==> config.mk <==
export PLATFORM = sky130hd
export DESIGN_NAME = uart_tx_fifo
export DESIGN_NICKNAME = d
export VERILOG_FILES = /design/src/soc_pkg.sv /design/src/uart_tx_fifo.sv
export SDC_FILE = /design/constraint.sdc
export NUM_CORES = 1
export LEC_CHECK = 0
export BUFFER_PORTS_ARGS = -buffer_cell sky130_fd_sc_hd__buf_2
export CAP_MARGIN = 30
export CORE_MARGIN = 1
export CORE_UTILIZATION = 56
export CTS_CLUSTER_SIZE = 25
export DETAILED_ROUTE_END_ITERATION = 10
export PLACE_DENSITY = 0.84
export SYNTH_ARGS = -nofsm -noshare
export SYNTH_HDL_FRONTEND = slang
export SYNTH_SLANG_ARGS = --single-unit
==> constraint.sdc <==
create_clock -name clk -period 7.5 [get_ports clk]
set_input_delay 0.375 -clock clk [delete_from_list [all_inputs] [get_ports clk]]
set_output_delay 0.375 -clock clk [all_outputs]
set_load 0.01 [all_outputs]
==> src/soc_pkg.sv <==
package soc_pkg;

    // ====================
    // bus widths.
    // ====================
    localparam int ADDR_W = 16;
    localparam int DATA_W = 32;
    localparam int SEL_W  = 4;                       // one bit per byte lane.

    // ====================
    // memory map.
    // ====================
    localparam int RAM_DEPTH = 256;                  // words.
    localparam int RAM_AW    = $clog2(RAM_DEPTH);

    localparam logic [ADDR_W-1:0] RAM_LAST_ADDR  = ADDR_W'(RAM_DEPTH * SEL_W - 1);
    localparam logic [ADDR_W-1:0] UART_DATA_ADDR = 16'h1000;  // write only, byte in [7:0].
    localparam logic [ADDR_W-1:0] UART_STAT_ADDR = 16'h1004;  // read only.
    localparam logic [ADDR_W-1:0] GPIO_OUT_ADDR  = 16'h2000;
    localparam logic [ADDR_W-1:0] GPIO_IN_ADDR   = 16'h2004;

    // ====================
    // uart sizing.
    // ====================
    localparam int FIFO_DEPTH = 8;
    localparam int FIFO_AW    = $clog2(FIFO_DEPTH);
    localparam int FIFO_CW    = FIFO_AW + 1;         // count reaches FIFO_DEPTH.

    // clocks per bit, small so frames stay short in simulation.
    localparam int BAUD_DIV = 8;
    localparam int BAUD_CW  = $clog2(BAUD_DIV);

    typedef enum logic [1:0] {
        SEL_RAM,
        SEL_UART,
        SEL_GPIO,
        SEL_NONE
    } slave_sel_e;

    typedef enum logic [1:0] {
        ST_IDLE,
        ST_START,
        ST_DATA,
        ST_STOP
    } uart_state_e;

endpackage

==> src/uart_tx_fifo.sv <==
module uart_tx_fifo import soc_pkg::*; (
    input  logic              clk,
    input  logic              reset_i,
    input  logic              stb_i,
    input  logic              we_i,
    input  logic [ADDR_W-1:0] adr_i,
    input  logic [DATA_W-1:0] dat_i,
    output logic [DATA_W-1:0] dat_o,
    output logic              ack_o,
    // serializer side.
    input  logic              fifo_pop_i,
    input  logic              tx_busy_i,
    output logic              fifo_valid_o,
    output logic [7:0]        fifo_data_o
);

    logic [7:0]         fifo_mem [FIFO_DEPTH];
    logic [FIFO_AW-1:0] wr_ptr;
    logic [FIFO_AW-1:0] rd_ptr;
    logic [FIFO_CW-1:0] count;
    logic               empty;
    logic               full;
    logic               is_data;
    logic               stall;
    logic               push;
    logic [DATA_W-1:0]  status;

    assign empty   = (count == '0);
    assign full    = (count == FIFO_CW'(FIFO_DEPTH));
    assign is_data = (adr_i == UART_DATA_ADDR);

    // data write waits here while the FIFO is full.
    assign stall = we_i & is_data & full;
    assign push  = stb_i & ~ack_o & we_i & is_data & ~full;

    assign status = {{(DATA_W-8){1'b0}}, count, 1'b0, tx_busy_i, full, empty};

    // ====================
    // bus registers
    // ====================
    always_ff @(posedge clk) begin
        if (reset_i) begin
            ack_o <= 1'b0;
        end else begin
            ack_o <= stb_i & ~ack_o & ~stall;
        end
    end

    always_ff @(posedge clk) begin
        if (stb_i && !ack_o) begin
            dat_o <= is_data ? '0 : status;          // data register reads as zero.
        end
    end

    // ====================
    // circular buffer
    // ====================
    always_ff @(posedge clk) begin
        if (push) begin
            fifo_mem[wr_ptr] <= dat_i[7:0];
        end
    end

    always_ff @(posedge clk) begin
        if (reset_i) begin
            wr_ptr <= '0;
            rd_ptr <= '0;
            count  <= '0;
        end else begin
            if (push) wr_ptr <= wr_ptr + 1'b1;       // wraps at FIFO_DEPTH.
            if (fifo_pop_i) rd_ptr <= rd_ptr + 1'b1;
            case ({push, fifo_pop_i})
                2'b10:   count <= count + 1'b1;
                2'b01:   count <= count - 1'b1;
                default: count <= count;
            endcase
        end
    end

    assign fifo_valid_o = ~empty;
    assign fifo_data_o  = fifo_mem[rd_ptr];

    a_no_push_full: assert property (
        @(posedge clk) disable iff (reset_i) full && !fifo_pop_i |=> full
    );

    a_no_pop_empty: assert property (
        @(posedge clk) disable iff (reset_i) fifo_pop_i |-> !empty
    );

endmodule

# == After elaboration in Yosys (flattened, before gate mapping) ==
# Memory sizes are Yosys's and may differ from the RTL's. A register that Yosys moved wholly into a read port is not among the register bits.
# Cells that the tools add are included.
# word_totals
mem_count,1
latch_bits,0
reg_bits,43
rom_bits,0
input_bits,54
out_inout_bits,42
elab_cells,35
mem_bits_rw,64
# classes
n_addsub,4
shift,0
n_reduce_logical,4
muxes,5
bitwise,11
n_eq_ne,4
multipliers,0
n_div,0
magnitude_cmp,0
# mem_list
memory,words,width,read_ports,rd_clocked_by_memory_dff,write_ports,line,source
fifo_mem,8,8,1,1,1,uart_tx_fifo.sv:17,logic [7:0] fifo_mem [FIFO_DEPTH];
# ops
cell,count
$eq A16 B13 Y1 const B,1
$pmux W4 S2,1
$and A1 B1 Y1,7
$add A3 B1 Y3 const B,2
$mux W3,2
$add A4 B1 Y4 const B,1
$eq A4 B4 Y1 const B,1
$logic_not A4 Y1,1
$not A1 Y1,4
$sub A4 B1 Y4 const B,1
$eq A2 B1 Y1 const B,1
$eq A2 B2 Y1 const B,1
$mux W1,2
$reduce_bool A2 Y1,1
$logic_and A1 B1 Y1,1
$logic_not A1 Y1,1

# == Longest topological paths before layout ==
# Gate-level depths: netlist of the first run.
# depth
word_depth,7
mapped_depth,12
depth_no_buf,11

# == Worst setup path after synthesis of the first run ==
# No wires, ideal clock.
# synth_path
path_type,input to register
start,in stb_i
end,"mem fifo_mem[4][0], enable pin"
t_arrival_ps,2365
setup_ps,398
required_ps,7102
slack_ps,4737
path_stages,5
path_buffers,0
path_cell_list,nor2b_1 > and3_4 > and2_4 > clkinv_2 > nor4b_1
# synth_via
elab_chain_len,6
# synth_rtl
item,line,source
start: declaration,uart_tx_fifo.sv:4,"input logic stb_i,"
$and A1 B1 Y1 (4 in series),uart_tx_fifo.sv:34,assign push = stb_i & ~ack_o & we_i & is_data & ~full;
$mux W1,uart_tx_fifo.sv:59,if (push) begin
$mux W1 (not written as such),uart_tx_fifo.sv:60,fifo_mem[wr_ptr] <= dat_i[7:0];
end: declaration,uart_tx_fifo.sv:17,
# No other way between the ends.

# == Worst setup path in the final report of the first run ==
# layout_path
start,reg ack_o
end,reg count[2]
# layout_via
elab_chain_len,7
word_cells_on_any_way,9
cone_classes,eq/ne: 2; mux: 1; bitwise: 5; reduce/logical: 1
# layout_rtl
item,line,source
start: declaration,uart_tx_fifo.sv:9,"output logic ack_o,"
start signal: assignment,uart_tx_fifo.sv:45,ack_o <= stb_i & ~ack_o & ~stall;
$not A1 Y1 (*),uart_tx_fifo.sv:34,
$and A1 B1 Y1 (*) (4 in series),uart_tx_fifo.sv:34,
$eq A2 B1 Y1 or $eq A2 B2 Y1 (tied branches),uart_tx_fifo.sv:72,"case ({push, fifo_pop_i})"
$pmux W4 S2 or $reduce_bool A2 Y1 (tied branches),-,
end signal: assignment,uart_tx_fifo.sv:73,2'b10: count <= count + 1'b1;
end signal: assignment,uart_tx_fifo.sv:74,2'b01: count <= count - 1'b1;
end signal: assignment,uart_tx_fifo.sv:75,default: count <= count;
end: declaration,uart_tx_fifo.sv:20,logic [FIFO_CW-1:0] count;
# Mark *: on every way between the ends. The rest lies on a longest branch, timed or not.
# A chain may end at the register's enable or synchronous reset.

==> results of run 1 <==
## final cells by class
class	instances	area (µm²)
clock buffer	9	124
clock inverter	7	81.3
fill	400	1990
inverter	3	12.5
multi-input combinational	122	1070
sequential	85	2410
tap	75	93.8
timing repair buffer	54	310
## state kept, by name (all words and copies together), names as in the netlist, named ones only
name	cells
dat_o	7
ack_o	1
wr_ptr	3
count	4
rd_ptr	3
fifo_mem	64
## cell usage after synthesis, drive strengths merged
master,count
a21oi,2
a311oi,1
a32o,1
and2,1
and3,2
and4,1
buf,32
clkbuf,3
clkinv,1
conb,1
dfxtp,14
edfxtp,71
ha,5
inv,2
mux2,10
mux2i,2
mux4,16
nand2,3
nand2b,3
nand3,3
nand4b,1
nor2,13
nor2b,8
nor3,2
nor3b,3
nor4,4
nor4b,3
o21ai,4
o22ai,1
or3,1
or4,1
or4b,1
xnor2,1
xor2,4
## routing by layer
metal	vias up	routed length, µm	share of wire (%)
met5	-	0	0
met4	0	169	2.7
met1	931	2520	40
met3	15	347	5.5
li1	895	-	-
met2	88	3240	52
## cells by family (layout without fill, tap and decap cells)
logic type,count (synthesis),count (layout),share of synthesized area [%]
simple gates,50,50,8.24
other cells,1,25,0.103
fa+ha+maj,5,5,1.72
flops,85,85,66.5
buf+inv,38,73,6.93
mux,28,28,13.6
compound gates,9,9,1.72
xor+xnor,5,5,1.21
## placed cells by master (no fill, tap or decap), types with 2 or more instances in the layout
master	n
sky130_fd_sc_hd__mux4_2	16
sky130_fd_sc_hd__nor2b_1	8
sky130_fd_sc_hd__o21ai_0	2
sky130_fd_sc_hd__ha_1	5
sky130_fd_sc_hd__nor3b_1	3
sky130_fd_sc_hd__mux2_2	10
sky130_fd_sc_hd__inv_6	2
sky130_fd_sc_hd__clkbuf_8	9
sky130_fd_sc_hd__nand2b_1	3
sky130_fd_sc_hd__o21ai_2	2
sky130_fd_sc_hd__buf_2	46
sky130_fd_sc_hd__nor4_1	4
sky130_fd_sc_hd__nor2_1	13
sky130_fd_sc_hd__nand2_1	3
sky130_fd_sc_hd__edfxtp_1	71
sky130_fd_sc_hd__inv_1	2
sky130_fd_sc_hd__dfxtp_1	14
sky130_fd_sc_hd__conb_1	25
sky130_fd_sc_hd__nand3_1	3
sky130_fd_sc_hd__nor4b_2	2
sky130_fd_sc_hd__clkinvlp_4	3
sky130_fd_sc_hd__nor3_1	2
sky130_fd_sc_hd__mux2i_1	2
sky130_fd_sc_hd__xor2_1	4
sky130_fd_sc_hd__a21oi_1	2
sky130_fd_sc_hd__buf_4	7
## report_power, final
part	switching, mW	internal [mW]	total [mW]
logic	0.0401	0.0439	0.0840
clock network	0.172	0.158	0.330
registers	0.0114	0.520	0.531
total	0.223	0.722	0.946
## critical path: stages, from the launching register on
cell                       delay (ns)
sky130_fd_sc_hd__dfxtp_1         0.33
sky130_fd_sc_hd__nor2b_1         0.59
sky130_fd_sc_hd__and3_4          0.32
sky130_fd_sc_hd__and2_4          0.17
sky130_fd_sc_hd__clkinv_2        0.11
sky130_fd_sc_hd__ha_1            0.27
sky130_fd_sc_hd__xor2_1          0.17
sky130_fd_sc_hd__ha_1            0.18
sky130_fd_sc_hd__a21oi_1         0.14
sky130_fd_sc_hd__xor2_1          0.09
sky130_fd_sc_hd__or3_1           0.31
sky130_fd_sc_hd__a21oi_1         0.14
## worst paths after layout
path                    to  slack (ns)      start  cells after the start
setup reg to reg  count[2]        4.62      ack_o                     11
hold reg to reg       flop        0.54  rd_ptr[1]                      2
setup / recovery  count[2]        4.62      ack_o                     11
hold / removal       ack_o        0.24       we_i                      2
## stage by stage
step	worst slack, ns	area (µm²)	cells	hold WS [ns]	total power, mW
after floorplan	4.74	3720	245	0.474	0.606
after global placement	4.50	3850	336	0.504	0.620
after detailed placement	4.47	3900	339	0.529	0.626
after CTS	4.60	4100	355	0.223	0.955
after global routing	4.35	4100	355	0.239	0.981
final	4.62	4100	355	0.244	0.946
==> flow_summary.rst, run 1 <==
.. list-table::
   :header-rows: 1

   * - Metric
     - Value
   * - Sinks on Clock Net
     - 85
   * - Standard-cell row count
     - 28
   * - Met1 global-route usage
     - around a quarter
   * - Worst slew margin relative to its limit
     - around two fifths
   * - HPWL after detailed placement
     - about 4200 µm
   * - Gate Count Post-Synth
     - between 200 and 250
   * - Min cycle time layout
     - around 2.9 ns
   * - Area share of the leading cell type in the synthesized netlist
     - between 50% and 60%
   * - Worst-skew pair later-pin latency
     - between 0.3 and 0.4 ns
   * - Total negative slack
     - 0 ns
   * - Initial Utilization
     - 59.5%
   * - Final setup violation count
     - 0
   * - Number of setup buffers added after CTS
     - 0
   * - Number of nets in the final layout
     - ~330
   * - Worst slew pin tran
     - 0.909 ns
   * - Average wire per cell in the routed design
     - about 18 µm
   * - Type of the tightest min-delay check
     - primary input to flop
   * - Horizontal die dimension
     - approximately 82 µm
   * - Iteration-0 DRC count of the detailed router
     - about 130
   * - IR Drop Worst-Case VDD
     - ~0.00013 V
   * - Number of global-route vias before repair
     - between 1500 and 2000
   * - Max-slew violation total from the final report
     - 0
   * - Pleak
     - 1.50 nW
   * - Proportion of layout cells with a drive suffix above 1
     - between 30 and 40%
   * - Most area-hungry cell type in the Yosys netlist
     - sky130_fd_sc_hd__edfxtp_1
   * - GR Layer Usage met2
     - 33.7%
   * - Unrepaired setup endpoints after global routing
     - no
   * - Number of buffers added to fix hold violations after cts
     - 0
   * - Critical path type
     - flop to flop
   * - Number of top-level design ports
     - 96
   * - Most congested layer reported by global routing
     - met2
   * - Vias per Instance
     - about 5.4
   * - GR Overflow Total
     - 0
   * - Global-route usage over all layers
     - 20.4%
   * - Clock-pin transition on the worst setup and hold timing paths
     - ~0.09 ns
   * - Clock tree root driver cell
     - sky130_fd_sc_hd__clkbuf_8
   * - Outcome
     - completed
   * - DRC violations left
     - 0
   * - First-pass GRT wire length
     - 9320 µm
   * - Cells taking the most area after synthesis
     - sky130_fd_sc_hd__edfxtp_1 (59%), sky130_fd_sc_hd__mux4_2 (9.9%), sky130_fd_sc_hd__dfxtp_1 (7.7%)
   * - Worst-path fanout max
     - 10
   * - Antenna violations before repair
     - 0
   * - Routed wire length
     - approximately 6300 µm
   * - CP required
     - ~7.8 ns
   * - Power per unit of standard cell area
     - between 200 and 250 nW/µm²
   * - Total Die Area
     - approximately 7000 µm²
   * - Final clock period utilization by the worst path
     - a little under two fifths
   * - Port buffer count
     - 46
   * - Post-layout utilization of the core
     - around two thirds
   * - Total CTS buffers
     - 9
   * - GR met3 Demand/Resource
     - approximately 4.5%
   * - Reported max-cap violation count
     - 0
   * - Type of element launching the critical path
     - flop
   * - Die height
     - slightly above 80 µm
   * - DRT antenna net count
     - 0
   * - Diodes inserted
     - 0
   * - Critical path capture point type
     - flop
   * - Buffers from clock root to sink, at most
     - 2
   * - H-Tree Level Count
     - 3
   * - Final estimated routing congestion in global placement
     - 0.728
   * - Clock Skews
     - 0.00851 ns
   * - Pin count of the biggest net entering global routing
     - 17
   * - Number of synthesized register bits
     - 85
   * - Post_cts resized
     - 0
   * - Avg Inst Size Synth
     - 16.4 µm²
   * - Number of different library cells in the post-synthesis netlist
     - 40
   * - Area added between synthesis and finish
     - 13.0%
   * - Via count
     - approximately 1900
   * - Pre-Repair DR Iteration Count
     - 4
   * - Combined area of all synthesized cells
     - approximately 3600 µm²
   * - Sequential area share after synthesis
     - between 60% and 70%
   * - Hold violation count in the final report
     - 0
   * - Clock tree from TritonCTS
     - yes
   * - Max frequency
     - about 350 MHz
   * - Yosys warning count
     - 0
   * - Floorplan core area
     - 6100 µm²
   * - Arrival time worst endpoint
     - roughly 3.2 ns
(Power assumes the default switching activity.)
==> run 2: changes to the inputs <==
ABC_AREA = 1   (was not set)
CORE_UTILIZATION = 53   (was 56)
PLACE_DENSITY = 0.8   (was 0.84)
clock period = 2.91 ns   (was 7.5 ns; I/O delays follow)
==> run 2 against run 1 <==
Critical path depth decreased by 5. Critical endpoint is now fifo_data_o[4]. Sequential power increased to 2.6 times the previous value. Flip-flop and latch count unchanged. Critical path type is now flop to primary output. Sequential share of layout area decreased by 1.9 points. Total power increased by 150%. Register-to-register slack got worse by 3.8 ns. Area after synthesis increased by 5.5%. Utilization decreased by 5.6 points.
==> flow_summary.rst, run 2 <==
.. list-table::
   :header-rows: 1

   * - Metric
     - Value
   * - Synthesized-area fraction occupied by adder cells
     - 1.63% (was 1.72%)
   * - Pleak
     - 1.63 nW (was 1.50 nW)
   * - Number of setup buffers added after CTS
     - 0 (unchanged)
   * - Global-route usage over all layers
     - 19.7% (was 20.4%)
   * - Floorplan core area
     - 6870 µm² (was 6100 µm²)
   * - GR Overflow Total
     - 0 (unchanged)
   * - CP required
     - 2.76 ns (was 7.79 ns)
   * - Area added between synthesis and finish
     - 10.8% (was 13.0%)
   * - Final clock period utilization by the worst path
     - between 70% and 80%
   * - Outcome
     - completed (unchanged)
   * - Sequential area share after synthesis
     - 63.0% (was 66.5%)
   * - Critical R2R Launch
     - ack_o (unchanged)
   * - Worst Hold Path Cells
     - 1 (was 2)
   * - Post_cts resized
     - 0 (unchanged)
   * - HP Start
     - dat_i[7] (was we_i)
   * - Area fraction in compound gates after synthesis
     - 8.86% (was 1.72%)
   * - Final estimated routing congestion in global placement
     - 0.774 (was 0.728)
   * - Most area-hungry cell type in the Yosys netlist
     - sky130_fd_sc_hd__edfxtp_1 (unchanged)
   * - Post-detailed-placement cell area
     - 4060 µm² (was 3900 µm²)
   * - First-pass GRT wire length
     - 10800 µm (was 9320 µm)
   * - Routed wire length
     - 7280 µm (was 6280 µm)
   * - Max FFs per register
     - 64 (unchanged)
   * - Hold violation count in the final report
     - 0 (unchanged)
   * - Standard-cell row count
     - 30 (was 28)
   * - Multiplexer fraction of the synthesized cell area
     - 0% (was 13.6%)
   * - Worst setup slack before clock tree synthesis
     - 0.813 ns (was 4.47 ns)
   * - Yosys warning count
     - 0 (unchanged)
   * - Total CTS buffers
     - 9 (unchanged)
   * - Basic-gate share of the synthesized area counting and, or, nand and nor cells
     - 16.2% (was 8.24%)
   * - Iteration-0 DRC count of the detailed router
     - 159 (was 134)
   * - Total negative slack
     - 0 ns (unchanged)
   * - Largest Register
     - fifo_mem (unchanged)
   * - Regs by FF count
     - fifo_mem x64, dat_o x7, count x4 (unchanged)
   * - Total Die Area
     - 7570 µm² (was 6810 µm²)
   * - Vias per Instance
     - 5.05 (was 5.43)
   * - Port buffer count
     - 46 (unchanged)
   * - Min cycle time layout
     - 2.30 ns
   * - Clock tree root driver cell
     - sky130_fd_sc_hd__clkbuf_8 (unchanged)
   * - Worst slew pin tran
     - 0.763 ns (was 0.909 ns)
   * - H-Tree Level Count
     - 3 (unchanged)
   * - Leading cell types by count after synthesis
     - sky130_fd_sc_hd__edfxtp_1 (71), sky130_fd_sc_hd__nor2_1 (61), sky130_fd_sc_hd__nand2_1 (44), sky130_fd_sc_hd__buf_4 (26), sky130_fd_sc_hd__o21ai_1 (20) (was sky130_fd_sc_hd__edfxtp_1 (71), sky130_fd_sc_hd__buf_4 (26), sky130_fd_sc_hd__mux4_2 (16), sky130_fd_sc_hd__dfxtp_1 (14), sky130_fd_sc_hd__nor2_1 (13))
   * - Fillcell total
     - 541 (was 400)
   * - Arrival time worst endpoint
     - 2.16 ns (was 3.16 ns)
   * - Area share of the leading cell type in the synthesized netlist
     - 55.7% (was 58.8%)
   * - Ys flop type
     - sky130_fd_sc_hd__edfxtp_1 (unchanged)
   * - Critical path capture point type
     - primary output (was flop)
   * - Antenna violations before repair
     - 1 (was 0)
   * - Worst R2R Path Depth
     - 12 (was 11)
   * - DRT antenna net count
     - 0 (unchanged)
   * - Average wire per cell in the routed design
     - 14.3 µm (was 17.7 µm)
   * - Number of flops mapped to enable cells by yosys
     - 71 (unchanged)
   * - Clock-pin transition on the worst setup and hold timing paths
     - 0.08 ns (was 0.09 ns)
   * - Worst-skew pair later-pin latency
     - 0.36 ns (was 0.35 ns)
   * - Number of nets in the final layout
     - 467 (was 334)
   * - Final setup violation count
     - 0 (unchanged)
   * - Sinks on Clock Net
     - 85 (unchanged)
   * - HPWL after detailed placement
     - 4670 µm (was 4160 µm)
   * - Horizontal die dimension
     - 87.0 µm (was 82.5 µm)
   * - Combined area of all synthesized cells
     - 3830 µm² (was 3630 µm²)
   * - Number of synthesized register bits
     - 85 (unchanged)
   * - Most common cell in the synthesized netlist
     - sky130_fd_sc_hd__edfxtp_1 (unchanged)
   * - DRC violations left
     - 0 (unchanged)
   * - Max frequency
     - between 400 and 500 MHz
   * - Number of buffers added to fix hold violations after cts
     - 0 (unchanged)
   * - Worst slew margin relative to its limit
     - 48.9% (was 39.2%)
   * - Proportion of layout cells with a drive suffix above 1
     - 22.8% (was 37.1%)
   * - Gate Count Post-Synth
     - 353 (was 221)
   * - Type of the tightest min-delay check
     - primary input to flop (unchanged)
   * - Initial Utilization
     - 55.7% (was 59.5%)
   * - Number of top-level design ports
     - 96 (unchanged)
   * - Critical path type
     - flop to primary output (was flop to flop)
   * - Largest family of logic cells by synthesized area
     - simple AND/OR/NAND/NOR gates (was multiplexers)
   * - IR Drop Worst-Case VDD
     - 0.000457 V (was 0.000125 V)
   * - Most frequent cells in the layout
     - sky130_fd_sc_hd__edfxtp_1 (71), sky130_fd_sc_hd__nor2_1 (61), sky130_fd_sc_hd__buf_2 (46) (was sky130_fd_sc_hd__edfxtp_1 (71), sky130_fd_sc_hd__buf_2 (46), sky130_fd_sc_hd__conb_1 (25))
   * - Via count
     - 2577 (was 1929)
   * - Buffers from clock root to sink, at most
     - 2 (unchanged)
   * - Pin count of the biggest net entering global routing
     - 33 (was 17)
   * - Clock Skews
     - 0.00827 ns (was 0.00851 ns)
   * - Avg Inst Size Synth
     - 10.8 µm² (was 16.4 µm²)
   * - Number of global-route vias before repair
     - 2446 (was 1837)
   * - Async SR Flop Fraction
     - 0% (unchanged)
   * - Max-slew violation total from the final report
     - 0 (unchanged)
   * - Reg-to-reg slack, setup
     - 0.84 ns (was 4.62 ns)
   * - Reported max-cap violation count
     - 0 (unchanged)
   * - Post-layout utilization of the core
     - 61.7% (was 67.3%)
   * - Post-route setup slack
     - 0.608 ns (was 4.62 ns)
   * - Cells taking the most area after synthesis
     - sky130_fd_sc_hd__edfxtp_1 (56%), sky130_fd_sc_hd__dfxtp_1 (7.3%), sky130_fd_sc_hd__nor2_1 (6.0%) (was sky130_fd_sc_hd__edfxtp_1 (59%), sky130_fd_sc_hd__mux4_2 (9.9%), sky130_fd_sc_hd__dfxtp_1 (7.7%))
   * - Commonest non-fill, non-tap cell in the layout
     - sky130_fd_sc_hd__edfxtp_1 (unchanged)
   * - Power per unit of standard cell area
     - 554 nW/µm² (was 231 nW/µm²)
   * - Die height
     - 87.0 µm (was 82.5 µm)
   * - Worst-path fanout max
     - 32 (was 10)
   * - XOR/XNOR share of the synthesized area
     - 1.14% (was 1.21%)
   * - Clock tree from TritonCTS
     - yes (unchanged)
   * - Crit Reg-Reg Endpoint
     - count[2] (unchanged)
   * - Number of different library cells in the post-synthesis netlist
     - 28 (was 40)
   * - Final non-filler cell area
     - 4240 µm² (was 4100 µm²)
   * - Endpoint of the worst hold-timing path
     - fifo_mem[3][7] (was ack_o)
   * - Unrepaired setup endpoints after global routing
     - no (unchanged)
   * - Type of element launching the critical path
     - flop (unchanged)
   * - Pre-Repair DR Iteration Count
     - 4 (unchanged)
[run 2: cell count changes in the layout (fill, tap and decap cells not counted), moves of 8 or more]
cell | previous run | this run
sky130_fd_sc_hd__nor2_1 | 13 | 61
sky130_fd_sc_hd__nand2_1 | 3 | 44
sky130_fd_sc_hd__o21ai_1 | 0 | 20
sky130_fd_sc_hd__inv_1 | 2 | 19
sky130_fd_sc_hd__a21oi_1 | 2 | 18
sky130_fd_sc_hd__mux4_2 | 16 | 0
sky130_fd_sc_hd__o21ai_0 | 2 | 18
sky130_fd_sc_hd__nor2_2 | 0 | 13
sky130_fd_sc_hd__mux2_2 | 10 | 0
sky130_fd_sc_hd__a31oi_1 | 0 | 8
sky130_fd_sc_hd__nor2b_1 | 8 | 0
[run 2: how the worst max path moves through the flow]
| stage | to | slack, ns | cells past startpoint |
|---|---|---|---|
| global route | fifo_data_o[7] | 0.43 | 6 |
| global placement | count[2] | 0.87 | 15 |
| floorplan | count[2] | 1.03 | 12 |
| CTS | fifo_data_o[4] | 0.59 | 6 |
| detailed placement | count[2] | 0.81 | 15 |
| finish | fifo_data_o[4] | 0.61 | 6 |
[run 2: per-layer routing]
metal	track usage [%]	routed length (µm)
met1	20.9	2910
met2	35.3	3770
met3	5.50	464
met4	10.6	138
met5	0	0
[run 2: cells by family after synthesis]
| family | count (synthesis) |
|---|---|
| compound gates | 65 |
| xor+xnor | 5 |
| fa+ha+maj | 5 |
| buf+inv | 56 |
| flops | 85 |
| other cells | 1 |
| simple gates | 136 |
[run 2: layout make-up]
class,count,area [µm²],share of cell area (%)
clock buffer,10,128,3.01
sequential,85,2410,56.9
antenna,1,2.50,0.0590
multi-input combinational,236,1160,27.3
inverter,22,82.6,1.95
tap,96,120,2.83
timing repair buffer,54,290,6.85
clock inverter,6,46.3,1.09
[run 2: critical path, stage by stage, from the launching register on]
cell and delay [ns]:
sky130_fd_sc_hd__dfxtp_1 0.72, sky130_fd_sc_hd__inv_2 0.43, sky130_fd_sc_hd__nor2_2 0.17, sky130_fd_sc_hd__o21ai_1 0.09, sky130_fd_sc_hd__a21oi_1 0.17, sky130_fd_sc_hd__a31oi_1 0.06
sky130_fd_sc_hd__buf_2 0.16
[run 2: through the flow]
step	std cells	hold slack, ns	total power, mW
6_report	510	0.0567	2.35
5_1_grt	510	0.0453	2.42
3_5_place_dp	493	0.412	1.64
2_1_floorplan	377	0.244	1.59
3_3_place_gp	493	0.408	1.63
4_1_cts	509	0.0384	2.36
[run 2: power by group]
group          switching, mW  leakage (nW)  total (mW)  internal (mW)
sequential            0.0236         0.759        1.36           1.34
combinational          0.168         0.784       0.258         0.0892
clock                  0.414        0.0833       0.730          0.316
total                  0.606          1.63        2.35           1.74
==> run 3: changes to the inputs <==
CORE_UTILIZATION = 48   (was 53)
PLACE_DENSITY = 0.76   (was 0.8)
clock period = 1.9 ns   (was 2.91 ns; I/O delays follow)
==> run 3 against run 2 <==
Worst hold slack lost 0.048 ns. Die area grew 10%. Sequential power grew 53%. Clock-buffer cell count shrank 1. Setup slack lost 0.50 ns. Non-clock buffer count grew 14. Utilization shrank 4.9 points. Largest cell class unchanged.
==> flow_summary.rst, run 3 (same netlist as run 2, synthesis figures left out) <==
.. list-table::
   :header-rows: 1

   * - Metric
     - Value
   * - Clock tree root driver cell
     - sky130_fd_sc_hd__clkbuf_8 (unchanged)
   * - Antenna violations before repair
     - 0 (was 1)
   * - Diodes inserted
     - 0 (was 1)
   * - H-Tree Level Count
     - 3 (unchanged)
   * - Critical R2R Launch
     - count[0] (was ack_o)
   * - Endpoint of the worst hold-timing path
     - fifo_mem[5][6] (was fifo_mem[3][7])
   * - CP required
     - 1.80 ns (was 2.76 ns)
   * - Iteration-0 DRC count of the detailed router
     - 248 (was 159)
   * - Vias per Instance
     - 4.92 (was 5.05)
   * - Area added between synthesis and finish
     - 14.8% (was 10.8%)
   * - Max FFs per register
     - 64 (unchanged)
   * - Total Die Area
     - 8340 µm² (was 7570 µm²)
   * - DRC violations left
     - 0 (unchanged)
   * - Floorplan core area
     - 7730 µm² (was 6870 µm²)
   * - Max-slew violation total from the final report
     - 0 (unchanged)
   * - Worst-path fanout max
     - 17 (was 32)
   * - Final setup violation count
     - 0 (unchanged)
   * - Routed wire length
     - 7430 µm (was 7280 µm)
   * - Port buffer count
     - 46 (unchanged)
   * - First-pass GRT wire length
     - 12300 µm (was 10800 µm)
   * - Worst R2R Path Depth
     - 12 (unchanged)
   * - Number of global-route vias before repair
     - 2608 (was 2446)
   * - Worst setup slack before clock tree synthesis
     - -0.0714 ns (was 0.813 ns)
   * - Horizontal die dimension
     - 91.3 µm (was 87.0 µm)
   * - Average wire per cell in the routed design
     - 14.1 µm (was 14.3 µm)
   * - Standard-cell row count
     - 32 (was 30)
   * - Type of the tightest min-delay check
     - primary input to flop (unchanged)
   * - Worst-skew pair later-pin latency
     - 0.36 ns (about the same)
   * - Final clock period utilization by the worst path
     - 94.3%
   * - Outcome
     - completed (unchanged)
   * - Crit Reg-Reg Endpoint
     - count[2] (unchanged)
   * - Largest Register
     - fifo_mem (unchanged)
   * - Finished Layout Cells
     - 528 (was 510)
   * - Initial Utilization
     - 49.5% (was 55.7%)
   * - Pin count of the biggest net entering global routing
     - 33 (unchanged)
   * - Clock Skews
     - 0.0105 ns (was 0.00827 ns)
   * - Critical path capture point type
     - primary output (unchanged)
   * - Power per unit of standard cell area
     - 827 nW/µm² (was 554 nW/µm²)
   * - Pre-Repair DR Iteration Count
     - 4 (unchanged)
   * - HP Start
     - dat_i[6] (was dat_i[7])
   * - Total CTS buffers
     - 9 (unchanged)
   * - Reg-to-reg slack, setup
     - 0.11 ns (was 0.84 ns)
   * - Number of nets in the final layout
     - 481 (was 467)
   * - HPWL after detailed placement
     - 4960 µm (was 4670 µm)
   * - Number of setup buffers added after CTS
     - 0 (unchanged)
   * - Pleak
     - 1.69 nW (was 1.63 nW)
   * - DP Cell Count
     - 512 (was 493)
   * - Final estimated routing congestion in global placement
     - 0.840 (was 0.774)
   * - Proportion of layout cells with a drive suffix above 1
     - 27.0% (was 22.8%)
   * - DRT antenna net count
     - 0 (unchanged)
   * - IR Drop Worst-Case VDD
     - 0.000565 V (was 0.000457 V)
   * - Global-route usage over all layers
     - 19.6% (was 19.7%)
   * - Regs by FF count
     - fifo_mem x64, dat_o x7, count x4 (unchanged)
   * - Number of top-level design ports
     - 96 (unchanged)
   * - Max frequency
     - between 500 and 600 MHz
   * - Via count
     - 2598 (was 2577)
   * - Post-route setup slack
     - 0.108 ns (was 0.608 ns)
   * - Commonest non-fill, non-tap cell in the layout
     - sky130_fd_sc_hd__edfxtp_1 (unchanged)
   * - Worst Hold Path Cells
     - 1 (unchanged)
   * - Hold violation count in the final report
     - 0 (unchanged)
   * - Most frequent cells in the layout
     - sky130_fd_sc_hd__edfxtp_1 (71), sky130_fd_sc_hd__nor2_1 (61), sky130_fd_sc_hd__buf_2 (46) (unchanged)
   * - Arrival time worst endpoint
     - 1.70 ns (was 2.16 ns)
   * - Buffers from clock root to sink, at most
     - 2 (unchanged)
   * - Clock-pin transition on the worst setup and hold timing paths
     - 0.09 ns (was 0.08 ns)
   * - Sinks on Clock Net
     - 85 (unchanged)
   * - Die height
     - 91.3 µm (was 87.0 µm)
   * - Type of element launching the critical path
     - flop (unchanged)
   * - Critical path type
     - flop to primary output (unchanged)
   * - Clock tree from TritonCTS
     - yes (unchanged)
   * - Min cycle time layout
     - ~1.8 ns
   * - GR Overflow Total
     - 0 (unchanged)
   * - Reported max-cap violation count
     - 0 (unchanged)
## run 3: routing by layer
metal	share of wire [%]	vias up	global-route usage (%)
met5	0	-	0
met4	1.6	0	6.61
met3	6.6	12	4.19
li1	-	1285	-
met2	54	92	36.3
met1	38	1209	22.2
## run 3: area by class of cell
type	count	area (µm²)
fillers	633	3330
flip-flops and latches	85	2420
repair buffers	68	414
clock inverters	6	47.5
clock buffers	9	124
multi-input cells	236	1170
well taps	102	128
inverters	22	87.6
## run 3: how the worst max path moves through the flow
stage	from	to	slack, ns	cells after the start
final	flop	fifo_data_o[5]	0.11	7
after global routing	ack_o	count[2]	-0.006	13
after CTS	count[1]	count[2]	0.02	12
after detailed placement	adr_i[15]	count[2]	-0.07	15
after global placement	adr_i[7]	count[3]	0.005	15
after floorplan	ack_o	count[2]	0.02	12
## run 3: repair_timing
action,CTS,global route
hold endpoints to repair,8,0
cloned,0,0
resized for setup,3,12
hold buffers,1,0
setup endpoints to repair,4,9
## run 3: power by group
| part | internal (mW) | switching, mW |
|---|---|---|
| Sequential | 2.05 | 0.0306 |
| Combinational | 0.163 | 0.269 |
| Clock | 0.475 | 0.648 |
| Total | 2.69 | 0.948 |
## run 3: critical path: stages, from the launching register on
cell,delay [ns]
sky130_fd_sc_hd__dfxtp_2,0.41
sky130_fd_sc_hd__clkinv_4,0.16
sky130_fd_sc_hd__buf_6,0.20
sky130_fd_sc_hd__nor2_2,0.08
sky130_fd_sc_hd__o21ai_1,0.08
sky130_fd_sc_hd__a21oi_1,0.18
sky130_fd_sc_hd__a31oi_1,0.07
sky130_fd_sc_hd__buf_2,0.16
## run 3: through the flow
step	utilization [%]	total power, mW	TNS (ns)	hold WS (ns)	area [µm²]
2_1_floorplan	-	2.43	0	0.194	3920
3_3_place_gp	54.0	2.52	0	0.357	4170
3_5_place_dp	54.0	2.54	-0.121	0.368	4170
4_1_cts	56.4	3.63	0	0.00233	4360
5_1_grt	56.9	3.80	-0.00633	0.0128	4390
6_report	56.9	3.64	0	0.00918	4390
